`src/include/frontDecode_cfg.svh`:
```
// decode front end configuration
// parcel buffer depth and the trap cause codes raised by decode
`ifndef FRONTDECODE_CFG_SVH
`define FRONTDECODE_CFG_SVH

// number of parcel slots in the fetch buffer, must be a power of two
`define FD_BUF_DEPTH 8

// exception cause codes of the privileged spec
`define FD_EXC_ILLEGAL_INSN 2
`define FD_EXC_INSN_PAGE_FAULT 12

`endif

```
`src/verilog/frontDecodePkg.sv`:
```
// shared types of the decode front end
// parcel, micro-op, trap and decoded instruction records
`include "frontDecode_cfg.svh"

package frontDecodePkg;

    typedef logic [31:0] vaddr_t;
    typedef logic [15:0] parcel_t;
    typedef logic [31:0] insn_t;            // compressed forms sit zero-extended in here
    typedef logic [4:0] regAddr_t;
    typedef logic [31:0] imm_t;
    typedef logic [11:0] csrAddr_t;
    typedef logic [4:0] causeCode_t;
    typedef logic [31:0] trapValue_t;       // pc or instruction word, depending on the trap

    typedef logic [$clog2(`FD_BUF_DEPTH)-1:0] bufPtr_t;
    typedef logic [$clog2(`FD_BUF_DEPTH):0] bufCount_t;   // one extra bit to hold a full count

    typedef enum logic [3:0] {
        OP_NONE,
        OP_ALU_REG,
        OP_ALU_IMM,
        OP_LOAD,
        OP_STORE,
        OP_BRANCH,
        OP_JAL,
        OP_JALR,
        OP_LUI,
        OP_AUIPC,
        OP_SYSTEM,
        OP_UNKNOWN
    } opClass_e;

    typedef enum causeCode_t {
        EXC_ILLEGAL_INSN = `FD_EXC_ILLEGAL_INSN,
        EXC_INSN_PAGE_FAULT = `FD_EXC_INSN_PAGE_FAULT
    } excCode_e;

    typedef struct packed {
        vaddr_t pc;
        parcel_t data;
        logic fault;                        // fetch page fault on this parcel
        logic interruptValid;
        causeCode_t interruptCode;
    } fetchParcel_s;

    typedef struct packed {
        opClass_e opClass;
        regAddr_t rd;
        regAddr_t rs1;
        regAddr_t rs2;
        imm_t imm;                          // already sign-extended and scaled
    } microOp_s;

    typedef struct packed {
        logic valid;
        logic isInterrupt;
        causeCode_t code;
        trapValue_t value;
    } trapInfo_s;

    typedef struct packed {
        logic valid;
        vaddr_t pc;
        insn_t insn;
        logic isCompressed;
        csrAddr_t csrAddr;
        microOp_s op;
        trapInfo_s trap;
    } decodedInsn_s;

endpackage

```
`src/verilog/parcelBuffer.sv`:
```
// circular buffer of fetched instruction parcels
// one push per cycle, pops one or two of the oldest parcels
`include "frontDecode_cfg.svh"

module parcelBuffer (
    input  logic clk,
    input  logic rst,
    input  logic flush,
    input  logic pushValid,
    input  frontDecodePkg::fetchParcel_s pushParcel,
    output logic full,
    input  logic popLow,
    input  logic popHigh,
    output frontDecodePkg::fetchParcel_s readLow,
    output frontDecodePkg::fetchParcel_s readHigh,
    output frontDecodePkg::bufCount_t readableCount
);
    import frontDecodePkg::*;

    localparam int DEPTH = `FD_BUF_DEPTH;

    fetchParcel_s slots [DEPTH];
    bufPtr_t readPtr;
    bufPtr_t writePtr;
    bufCount_t count;

    logic pushAccept;
    bufCount_t popCount;
    bufPtr_t nextReadPtr;

    always_comb begin
        full = (count == bufCount_t'(DEPTH));
        pushAccept = pushValid && !full;                // fetch holds the parcel while full
        popCount = bufCount_t'(popLow) + bufCount_t'(popLow && popHigh);
        nextReadPtr = readPtr + bufPtr_t'(1);           // wraps since depth is a power of two
    end

    always_comb begin
        readLow = slots[readPtr];
        readHigh = slots[nextReadPtr];                  // only meaningful when count is two or more
        readableCount = count;
    end

    // parcel storage
    always_ff @(posedge clk) begin
        if (pushAccept) begin
            slots[writePtr] <= pushParcel;
        end
    end

    always_ff @(posedge clk) begin
        if (rst || flush) begin
            readPtr <= '0;
            writePtr <= '0;
            count <= '0;
        end
        else begin
            if (pushAccept) begin
                writePtr <= writePtr + bufPtr_t'(1);
            end
            readPtr <= readPtr + bufPtr_t'(popCount);
            count <= count + bufCount_t'(pushAccept) - popCount;   // push and pop may overlap
        end
    end

endmodule

```
`src/verilog/rv32Decoder.sv`:
```
// RV32I base instruction decoder
// maps a 32-bit instruction to its op class, register fields and immediate
module rv32Decoder (
    input  frontDecodePkg::insn_t insn,
    output frontDecodePkg::microOp_s op
);
    import frontDecodePkg::*;

    localparam logic [6:0] OPC_LUI = 7'b0110111;
    localparam logic [6:0] OPC_AUIPC = 7'b0010111;
    localparam logic [6:0] OPC_JAL = 7'b1101111;
    localparam logic [6:0] OPC_JALR = 7'b1100111;
    localparam logic [6:0] OPC_BRANCH = 7'b1100011;
    localparam logic [6:0] OPC_LOAD = 7'b0000011;
    localparam logic [6:0] OPC_STORE = 7'b0100011;
    localparam logic [6:0] OPC_OP_IMM = 7'b0010011;
    localparam logic [6:0] OPC_OP = 7'b0110011;
    localparam logic [6:0] OPC_SYSTEM = 7'b1110011;

    logic [6:0] opcode;
    logic [2:0] funct3;
    regAddr_t rd;
    regAddr_t rs1;
    regAddr_t rs2;
    imm_t immI;
    imm_t immS;
    imm_t immB;
    imm_t immU;
    imm_t immJ;

    always_comb begin
        opcode = insn[6:0];
        funct3 = insn[14:12];
        rd = insn[11:7];
        rs1 = insn[19:15];
        rs2 = insn[24:20];
        immI = {{20{insn[31]}}, insn[31:20]};
        immS = {{20{insn[31]}}, insn[31:25], insn[11:7]};
        immB = {{19{insn[31]}}, insn[31], insn[7], insn[30:25], insn[11:8], 1'b0};
        immU = {insn[31:12], 12'h000};
        immJ = {{11{insn[31]}}, insn[31], insn[19:12], insn[20], insn[30:21], 1'b0};
    end

    always_comb begin
        op = '0;
        op.opClass = OP_UNKNOWN;                        // stays so for unlisted encodings
        case (opcode)
            OPC_LUI, OPC_AUIPC: begin
                op.opClass = (opcode == OPC_LUI) ? OP_LUI : OP_AUIPC;
                op.rd = rd;
                op.imm = immU;
            end
            OPC_JAL: begin
                op = '{opClass: OP_JAL, rd: rd, rs1: '0, rs2: '0, imm: immJ};
            end
            OPC_JALR: begin
                op = '{opClass: OP_JALR, rd: rd, rs1: rs1, rs2: '0, imm: immI};
            end
            OPC_BRANCH: begin
                if (!(funct3 inside {3'b010, 3'b011})) begin
                    op = '{opClass: OP_BRANCH, rd: '0, rs1: rs1, rs2: rs2, imm: immB};
                end
            end
            OPC_LOAD: begin
                if (funct3 inside {3'b000, 3'b001, 3'b010, 3'b100, 3'b101}) begin
                    op = '{opClass: OP_LOAD, rd: rd, rs1: rs1, rs2: '0, imm: immI};
                end
            end
            OPC_STORE: begin
                if (funct3 inside {3'b000, 3'b001, 3'b010}) begin
                    op = '{opClass: OP_STORE, rd: '0, rs1: rs1, rs2: rs2, imm: immS};
                end
            end
            OPC_OP_IMM: begin
                op = '{opClass: OP_ALU_IMM, rd: rd, rs1: rs1, rs2: '0, imm: immI};
            end
            OPC_OP: begin
                op = '{opClass: OP_ALU_REG, rd: rd, rs1: rs1, rs2: rs2, imm: '0};
            end
            OPC_SYSTEM: begin
                // csr number rides in the I immediate, csrAddr is taken by the stage
                op = '{opClass: OP_SYSTEM, rd: rd, rs1: rs1, rs2: '0, imm: immI};
            end
            default: begin
                op.opClass = OP_UNKNOWN;
            end
        endcase
    end

endmodule

```
`src/verilog/rvcDecoder.sv`:
```
// compressed instruction decoder
// expands C.ADDI, C.LI, C.MV, C.ADD, C.J, C.LW and C.SW into base micro-ops
module rvcDecoder (
    input  frontDecodePkg::parcel_t parcel,
    output frontDecodePkg::microOp_s op
);
    import frontDecodePkg::*;

    logic [1:0] quadrant;
    logic [2:0] funct3;
    regAddr_t rdFull;
    regAddr_t rs2Full;
    regAddr_t rdPrime;
    regAddr_t rs1Prime;
    imm_t immCi;
    imm_t immCj;
    imm_t immWord;

    always_comb begin
        quadrant = parcel[1:0];
        funct3 = parcel[15:13];
        rdFull = parcel[11:7];
        rs2Full = parcel[6:2];
        rdPrime = {2'b01, parcel[4:2]};                 // x8..x15
        rs1Prime = {2'b01, parcel[9:7]};
        immCi = {{27{parcel[12]}}, parcel[6:2]};
        immCj = {{21{parcel[12]}}, parcel[8], parcel[10:9], parcel[6], parcel[7],
                 parcel[2], parcel[11], parcel[5:3], 1'b0};
        immWord = {25'h0, parcel[5], parcel[12:10], parcel[6], 2'b00};   // word-scaled offset
    end

    always_comb begin
        op = '0;
        op.opClass = OP_UNKNOWN;
        case ({quadrant, funct3})
            5'b01_000: begin                            // C.ADDI
                op = '{opClass: OP_ALU_IMM, rd: rdFull, rs1: rdFull, rs2: '0, imm: immCi};
            end
            5'b01_010: begin                            // C.LI
                op = '{opClass: OP_ALU_IMM, rd: rdFull, rs1: '0, rs2: '0, imm: immCi};
            end
            5'b01_101: begin                            // C.J
                op = '{opClass: OP_JAL, rd: '0, rs1: '0, rs2: '0, imm: immCj};
            end
            5'b00_010: begin                            // C.LW
                op = '{opClass: OP_LOAD, rd: rdPrime, rs1: rs1Prime, rs2: '0, imm: immWord};
            end
            5'b00_110: begin                            // C.SW
                op = '{opClass: OP_STORE, rd: '0, rs1: rs1Prime, rs2: rdPrime, imm: immWord};
            end
            5'b10_100: begin
                // rs2 of zero here encodes jumps and ebreak, which are not supported
                if (rs2Full != '0) begin
                    op.opClass = OP_ALU_REG;
                    op.rd = rdFull;
                    op.rs1 = parcel[12] ? rdFull : '0;  // C.ADD adds to rd, C.MV adds to x0
                    op.rs2 = rs2Full;
                end
            end
            default: begin
                op.opClass = OP_UNKNOWN;
            end
        endcase
    end

endmodule

```
`src/verilog/decodeStage.sv`:
```
// decode stage control and pipeline register
// picks the instruction length, ranks traps, pops parcels and registers the result
module decodeStage (
    input  logic clk,
    input  logic rst,
    input  logic stall,
    input  logic flush,
    input  frontDecodePkg::fetchParcel_s readLow,
    input  frontDecodePkg::fetchParcel_s readHigh,
    input  frontDecodePkg::bufCount_t readableCount,
    input  frontDecodePkg::microOp_s fullOp,
    input  frontDecodePkg::microOp_s compOp,
    output logic popLow,
    output logic popHigh,
    output frontDecodePkg::decodedInsn_s decoded
);
    import frontDecodePkg::*;

    logic isCompressed;
    logic canDecode;
    insn_t insnWord;
    microOp_s selOp;
    trapInfo_s trap;
    decodedInsn_s nextDecoded;

    always_comb begin
        isCompressed = (readLow.data[1:0] != 2'b11);
        canDecode = (readableCount >= bufCount_t'(2))
                 || (readableCount == bufCount_t'(1) && isCompressed);
        insnWord = isCompressed ? {16'h0000, readLow.data} : {readHigh.data, readLow.data};
        selOp = isCompressed ? compOp : fullOp;
    end

    // priority is low interrupt, high interrupt, page fault, then illegal instruction
    always_comb begin
        trap = '0;
        if (canDecode) begin
            if (readLow.interruptValid) begin
                trap = '{valid: 1'b1, isInterrupt: 1'b1, code: readLow.interruptCode,
                         value: readLow.pc};
            end
            else if (!isCompressed && readHigh.interruptValid) begin
                trap = '{valid: 1'b1, isInterrupt: 1'b1, code: readHigh.interruptCode,
                         value: readLow.pc};            // reported at the instruction's pc
            end
            else if (readLow.fault || (!isCompressed && readHigh.fault)) begin
                trap = '{valid: 1'b1, isInterrupt: 1'b0, code: EXC_INSN_PAGE_FAULT,
                         value: readLow.pc};
            end
            else if (selOp.opClass == OP_UNKNOWN) begin
                trap = '{valid: 1'b1, isInterrupt: 1'b0, code: EXC_ILLEGAL_INSN,
                         value: insnWord};
            end
        end
    end

    always_comb begin
        nextDecoded.valid = 1'b1;
        nextDecoded.pc = readLow.pc;
        nextDecoded.insn = insnWord;
        nextDecoded.isCompressed = isCompressed;
        nextDecoded.csrAddr = insnWord[31:20];
        nextDecoded.op = selOp;
        nextDecoded.trap = trap;
    end

    always_comb begin
        popLow = canDecode && !stall;
        popHigh = canDecode && !stall && !isCompressed;   // second half of a 32-bit word
    end

    always_ff @(posedge clk) begin
        if (rst || flush) begin
            decoded <= '0;                              // flush wins over stall
        end
        else if (!stall) begin
            decoded <= canDecode ? nextDecoded : '0;
        end
    end

endmodule

```
`src/verilog/frontDecode.sv`:
```
// decode front end top level
// parcel buffer feeding the base and compressed decoders and the decode stage
module frontDecode (
    input  logic clk,
    input  logic rst,
    input  logic flush,
    input  logic stall,
    input  logic pushValid,
    input  frontDecodePkg::fetchParcel_s pushParcel,
    output logic full,
    output frontDecodePkg::decodedInsn_s decoded
);
    import frontDecodePkg::*;

    fetchParcel_s readLow;
    fetchParcel_s readHigh;
    bufCount_t readableCount;
    logic popLow;
    logic popHigh;
    microOp_s fullOp;
    microOp_s compOp;

    parcelBuffer parcelBuffer_inst (
        .clk(clk), .rst(rst), .flush(flush),
        .pushValid(pushValid), .pushParcel(pushParcel), .full(full),
        .popLow(popLow), .popHigh(popHigh),
        .readLow(readLow), .readHigh(readHigh), .readableCount(readableCount)
    );

    rv32Decoder rv32Decoder_inst (
        .insn({readHigh.data, readLow.data}),           // high parcel holds the upper half
        .op(fullOp)
    );

    rvcDecoder rvcDecoder_inst (.parcel(readLow.data), .op(compOp));

    decodeStage decodeStage_inst (
        .clk(clk), .rst(rst), .stall(stall), .flush(flush),
        .readLow(readLow), .readHigh(readHigh), .readableCount(readableCount),
        .fullOp(fullOp), .compOp(compOp),
        .popLow(popLow), .popHigh(popHigh), .decoded(decoded)
    );

endmodule

```
`config.mk`:
```
export PLATFORM = sky130hd
export DESIGN_NAME = frontDecode
export DESIGN_NICKNAME = d
export VERILOG_FILES = /design/src/verilog/frontDecodePkg.sv /design/src/verilog/parcelBuffer.sv /design/src/verilog/rv32Decoder.sv /design/src/verilog/rvcDecoder.sv /design/src/verilog/decodeStage.sv /design/src/verilog/frontDecode.sv
export VERILOG_INCLUDE_DIRS = /design/src /design/src/include
export SDC_FILE = /design/constraint.sdc
export NUM_CORES = 1
export LEC_CHECK = 0
export BUFFER_PORTS_ARGS = -buffer_cell sky130_fd_sc_hd__buf_2
export CORE_MARGIN = 3
export CORE_UTILIZATION = 46
export CTS_CLUSTER_SIZE = 8
export DETAILED_ROUTE_END_ITERATION = 7
export GPL_ROUTABILITY_DRIVEN = 0
export GPL_TIMING_DRIVEN = 0
export PLACE_DENSITY = 0.61
export SLEW_MARGIN = 20
export SYNTH_ARGS = -nofsm -noshare
export SYNTH_HDL_FRONTEND = slang
export SYNTH_SLANG_ARGS = --single-unit
```
`constraint.sdc`:
```
create_clock -name clk -period 7.9 [get_ports clk]
set_input_delay 1.185 -clock clk [delete_from_list [all_inputs] [get_ports clk]]
set_output_delay 1.185 -clock clk [all_outputs]
set_load 0.02 [all_outputs]
```
==> results.txt <==
status - completed
Max Cap Viol - 0
dpl cell area - 28400 sq um
CTS tree - done
filler instances - 4352
net switching share of the total power - 29.3%
#FFs+latches synth - 606
Top Layer Used - met5
# H-tree levels - 3
WP data arrival - 5.41 ns
cts repair resizes - 0
register share of total power - 41.4%
total negative setup slack - 0 ns
Die ar. - 58700 sq um
total of warnings raised by yosys - 0
via count - 17600
Nets - 2089
die width - 242 um
mapped cell area - 25700 sq um
TritonCTS Buffers - 85
Switching Power - 2550 uW
Final period util - 62.4%
final total power - 8730 uW
DRT Pass-1 Iters - 5
leakage - 0.0106 uW
Clock Tree Buf Depth - 3
synthesized net count - 1738
P_int - 6170 uW
Rows - 85
Clk Latency, worst-skew pair - 0.64 ns
post-synth top area share - 51.5%
Area Growth Syn to Fin - 20.3%
post-synthesis sequential area ratio - 64.4%
Synth Instances - 1665
Hold Buf Count CTS - 0
Worst-Margin Slew - 1.07 ns
Worst setup EP type - flip-flop
min Tclk post-route - 4.93 ns
CP Launch Type - flip-flop
clk root buf - clkbuf_16
Max-slew headroom - 28.5%
final WL - 83900 um
clk_skew - 0.0236 ns
Worst-path clk slew - 0.06 ns
RSZ-0062 raised after global routing - false
Setup CP Type - reg2reg
Yosys top cell by area - edfxtp_1
Slew Viols, Final - 0
synth top area cells - edfxtp_1 51%, mux4_2 14%, dfxtp_1 13%
Final Util - 56.6%
EDFF count, synth - 440
Top FF cell, synth - edfxtp_1
GRT overflow - 0
global-route usage over all layers - 28.4%
vias in the first global route - 17400
Starting Density - 47.0%
PD cells - 283 nW/um^2
Synth cell types - 77
met2 WL post-DR - 38200 um
Post-Route M1 WL - 33200 um
1st-iter DRT viols - 2391
routed vias/inst - 6.24
DP Worst Slack - 3.08 ns
initial antenna violation count - 8
HPWL Detailed - 60600 um
total I/O pin count - 229
Highest Clock Rate - 203 MHz
Worst Hold Class - reg2reg
largest net degree at the start of global routing - 20
design area - 30900 sq um
Max VDD drop - 0.000168 V
clk sinks - 606
final hold violation count - 0
clock power share - 38.9%
layout cells sized above 1 - 31.5%
endpoints failing setup - 0
buffers added on ports - 228
mean post-synth cell area - 15.4 sq um
asr flop ratio synth - 0%
combinational power share - 19.8%
antenna viol nets, final - 0
WL/cell - 29.7 um
Worst EP required - 8.38 ns
fin worst setup slack - 2.97 ns
WL met3 - 8960 um
core outline area - 54600 sq um
crit path max fanout - 11
Die Y-Extent - 242 um
setup bufs post-CTS - 0
drt drc - 0
first-pass GRT wire length - 122000 um
-- cell families (layout without fill, tap and decap cells) --
logic type | count (synthesis) | in the layout | share of synthesized area [%]
flops | 606 | 606 | 64.4
simple gates | 325 | 325 | 5.63
fa+ha+maj | 13 | 13 | 0.692
other cells | 0 | 2 | 0
mux | 248 | 248 | 17.7
compound gates | 320 | 320 | 8.67
buf+inv | 147 | 562 | 2.73
xor+xnor | 6 | 6 | 0.205
-- worst max-delay path, stage by stage, from the launching register on --
cell,delay [ns]
dfxtp_1,0.46
buf_6,0.19
mux4_2,0.54
mux2i_1,0.68
nor2_1,0.37
clkbuf_1,0.40
nor2_1,0.26
clkbuf_1,0.60
ha_1,0.34
inv_1,0.06
ha_1,0.29
a21o_1,0.18
a21oi_1,0.20
xnor2_1,0.15
nor2_1,0.05
-- path summary, 6_finish.rpt --
check	start	to	slack, ns	depth (start not counted)
max reg2reg	parcelBuffer_inst.readPtr[0]	parcelBuffer_inst.readableCount[3]	2.97	14
max	parcelBuffer_inst.readPtr[0]	parcelBuffer_inst.readableCount[3]	2.97	14
min	decodeStage_inst.decoded[69]	decodeStage_inst.decoded[69]	0.44	2
min reg2reg	decodeStage_inst.decoded[69]	decodeStage_inst.decoded[69]	0.44	2
-- cell usage after synthesis (all sizes together), types with 4 or more instances --
cell	count
mux4	154
clkbuf	66
nor3	11
a21o	5
a221oi	9
nand2b	9
buf	60
xor2	4
a31oi	4
ha	11
inv	21
a22o	8
a32oi	4
nand2	84
a221o	10
and2	4
o22ai	11
or3	4
edfxtp	440
o21ai	49
a21oi	73
nor4	16
nand4	10
mux2i	28
nand3	42
o2bb2ai	6
mux2	66
nor2	136
o31ai	7
a22oi	91
o221ai	6
dfxtp	166
a32o	4
o211ai	6
-- sequential cells by signal, summed over array words and instances, names as in the netlist --
signal / count
parcelBuffer_inst.readableCount: 4
decodeStage_inst.decoded: 156
parcelBuffer_inst.slots: 440
parcelBuffer_inst.writePtr: 3
parcelBuffer_inst.readPtr: 3
-- power groups by stage --
stage / Sequential, uW / Clock (uW) / Combinational, uW
final: 3610 / 3390 / 1730
after CTS: 3610 / 3430 / 1690
after floorplan: 3710 / 0 / 994
after global placement: 3690 / 0 / 1630
after global routing: 3610 / 3580 / 1820
after detailed placement: 3670 / 0 / 1680
-- metal layers --
| layer | track usage (%) | vias up |
|---|---|---|
| li1 | - | 7358 |
| met1 | 38.4 | 8952 |
| met2 | 43.9 | 1068 |
| met3 | 8.07 | 215 |
| met4 | 11.1 | 10 |
| met5 | 0 | - |
-- cell usage in the layout (no fill, tap or decap), drive strengths merged, types with 5 or more instances in the layout --
master	n
o31ai	7
a221oi	9
nor4	16
ha	11
edfxtp	440
o22ai	11
a21oi	73
nand3	42
a22o	8
a22oi	91
nand4	10
nand2	84
o21ai	49
mux2	66
buf	323
o221ai	6
o211ai	6
o2bb2ai	6
mux2i	28
dfxtp	166
nor3	11
mux4	154
nor2	136
inv	26
a221o	10
a21o	5
nand2b	9
clkbuf	212
-- cell type report --
class	count	area (sq um)	area share, %
sequential	606	16500	53.6
multi-input combinational	912	8490	27.5
clock buffer	145	2380	7.72
timing repair buffer	264	1730	5.62
tap	739	925	3.00
buffer	126	626	2.03
clock inverter	6	93.8	0.304
inverter	21	78.8	0.255
antenna	2	5.00	0.0162
-- metrics by stage --
stage,hold slack (ns),instances
after global placement,0.435,2632
after CTS,0.445,2818
after floorplan,0.476,1665
final,0.441,2821
after detailed placement,0.438,2667
after global routing,0.459,2820
(Power assumes the default switching activity.)
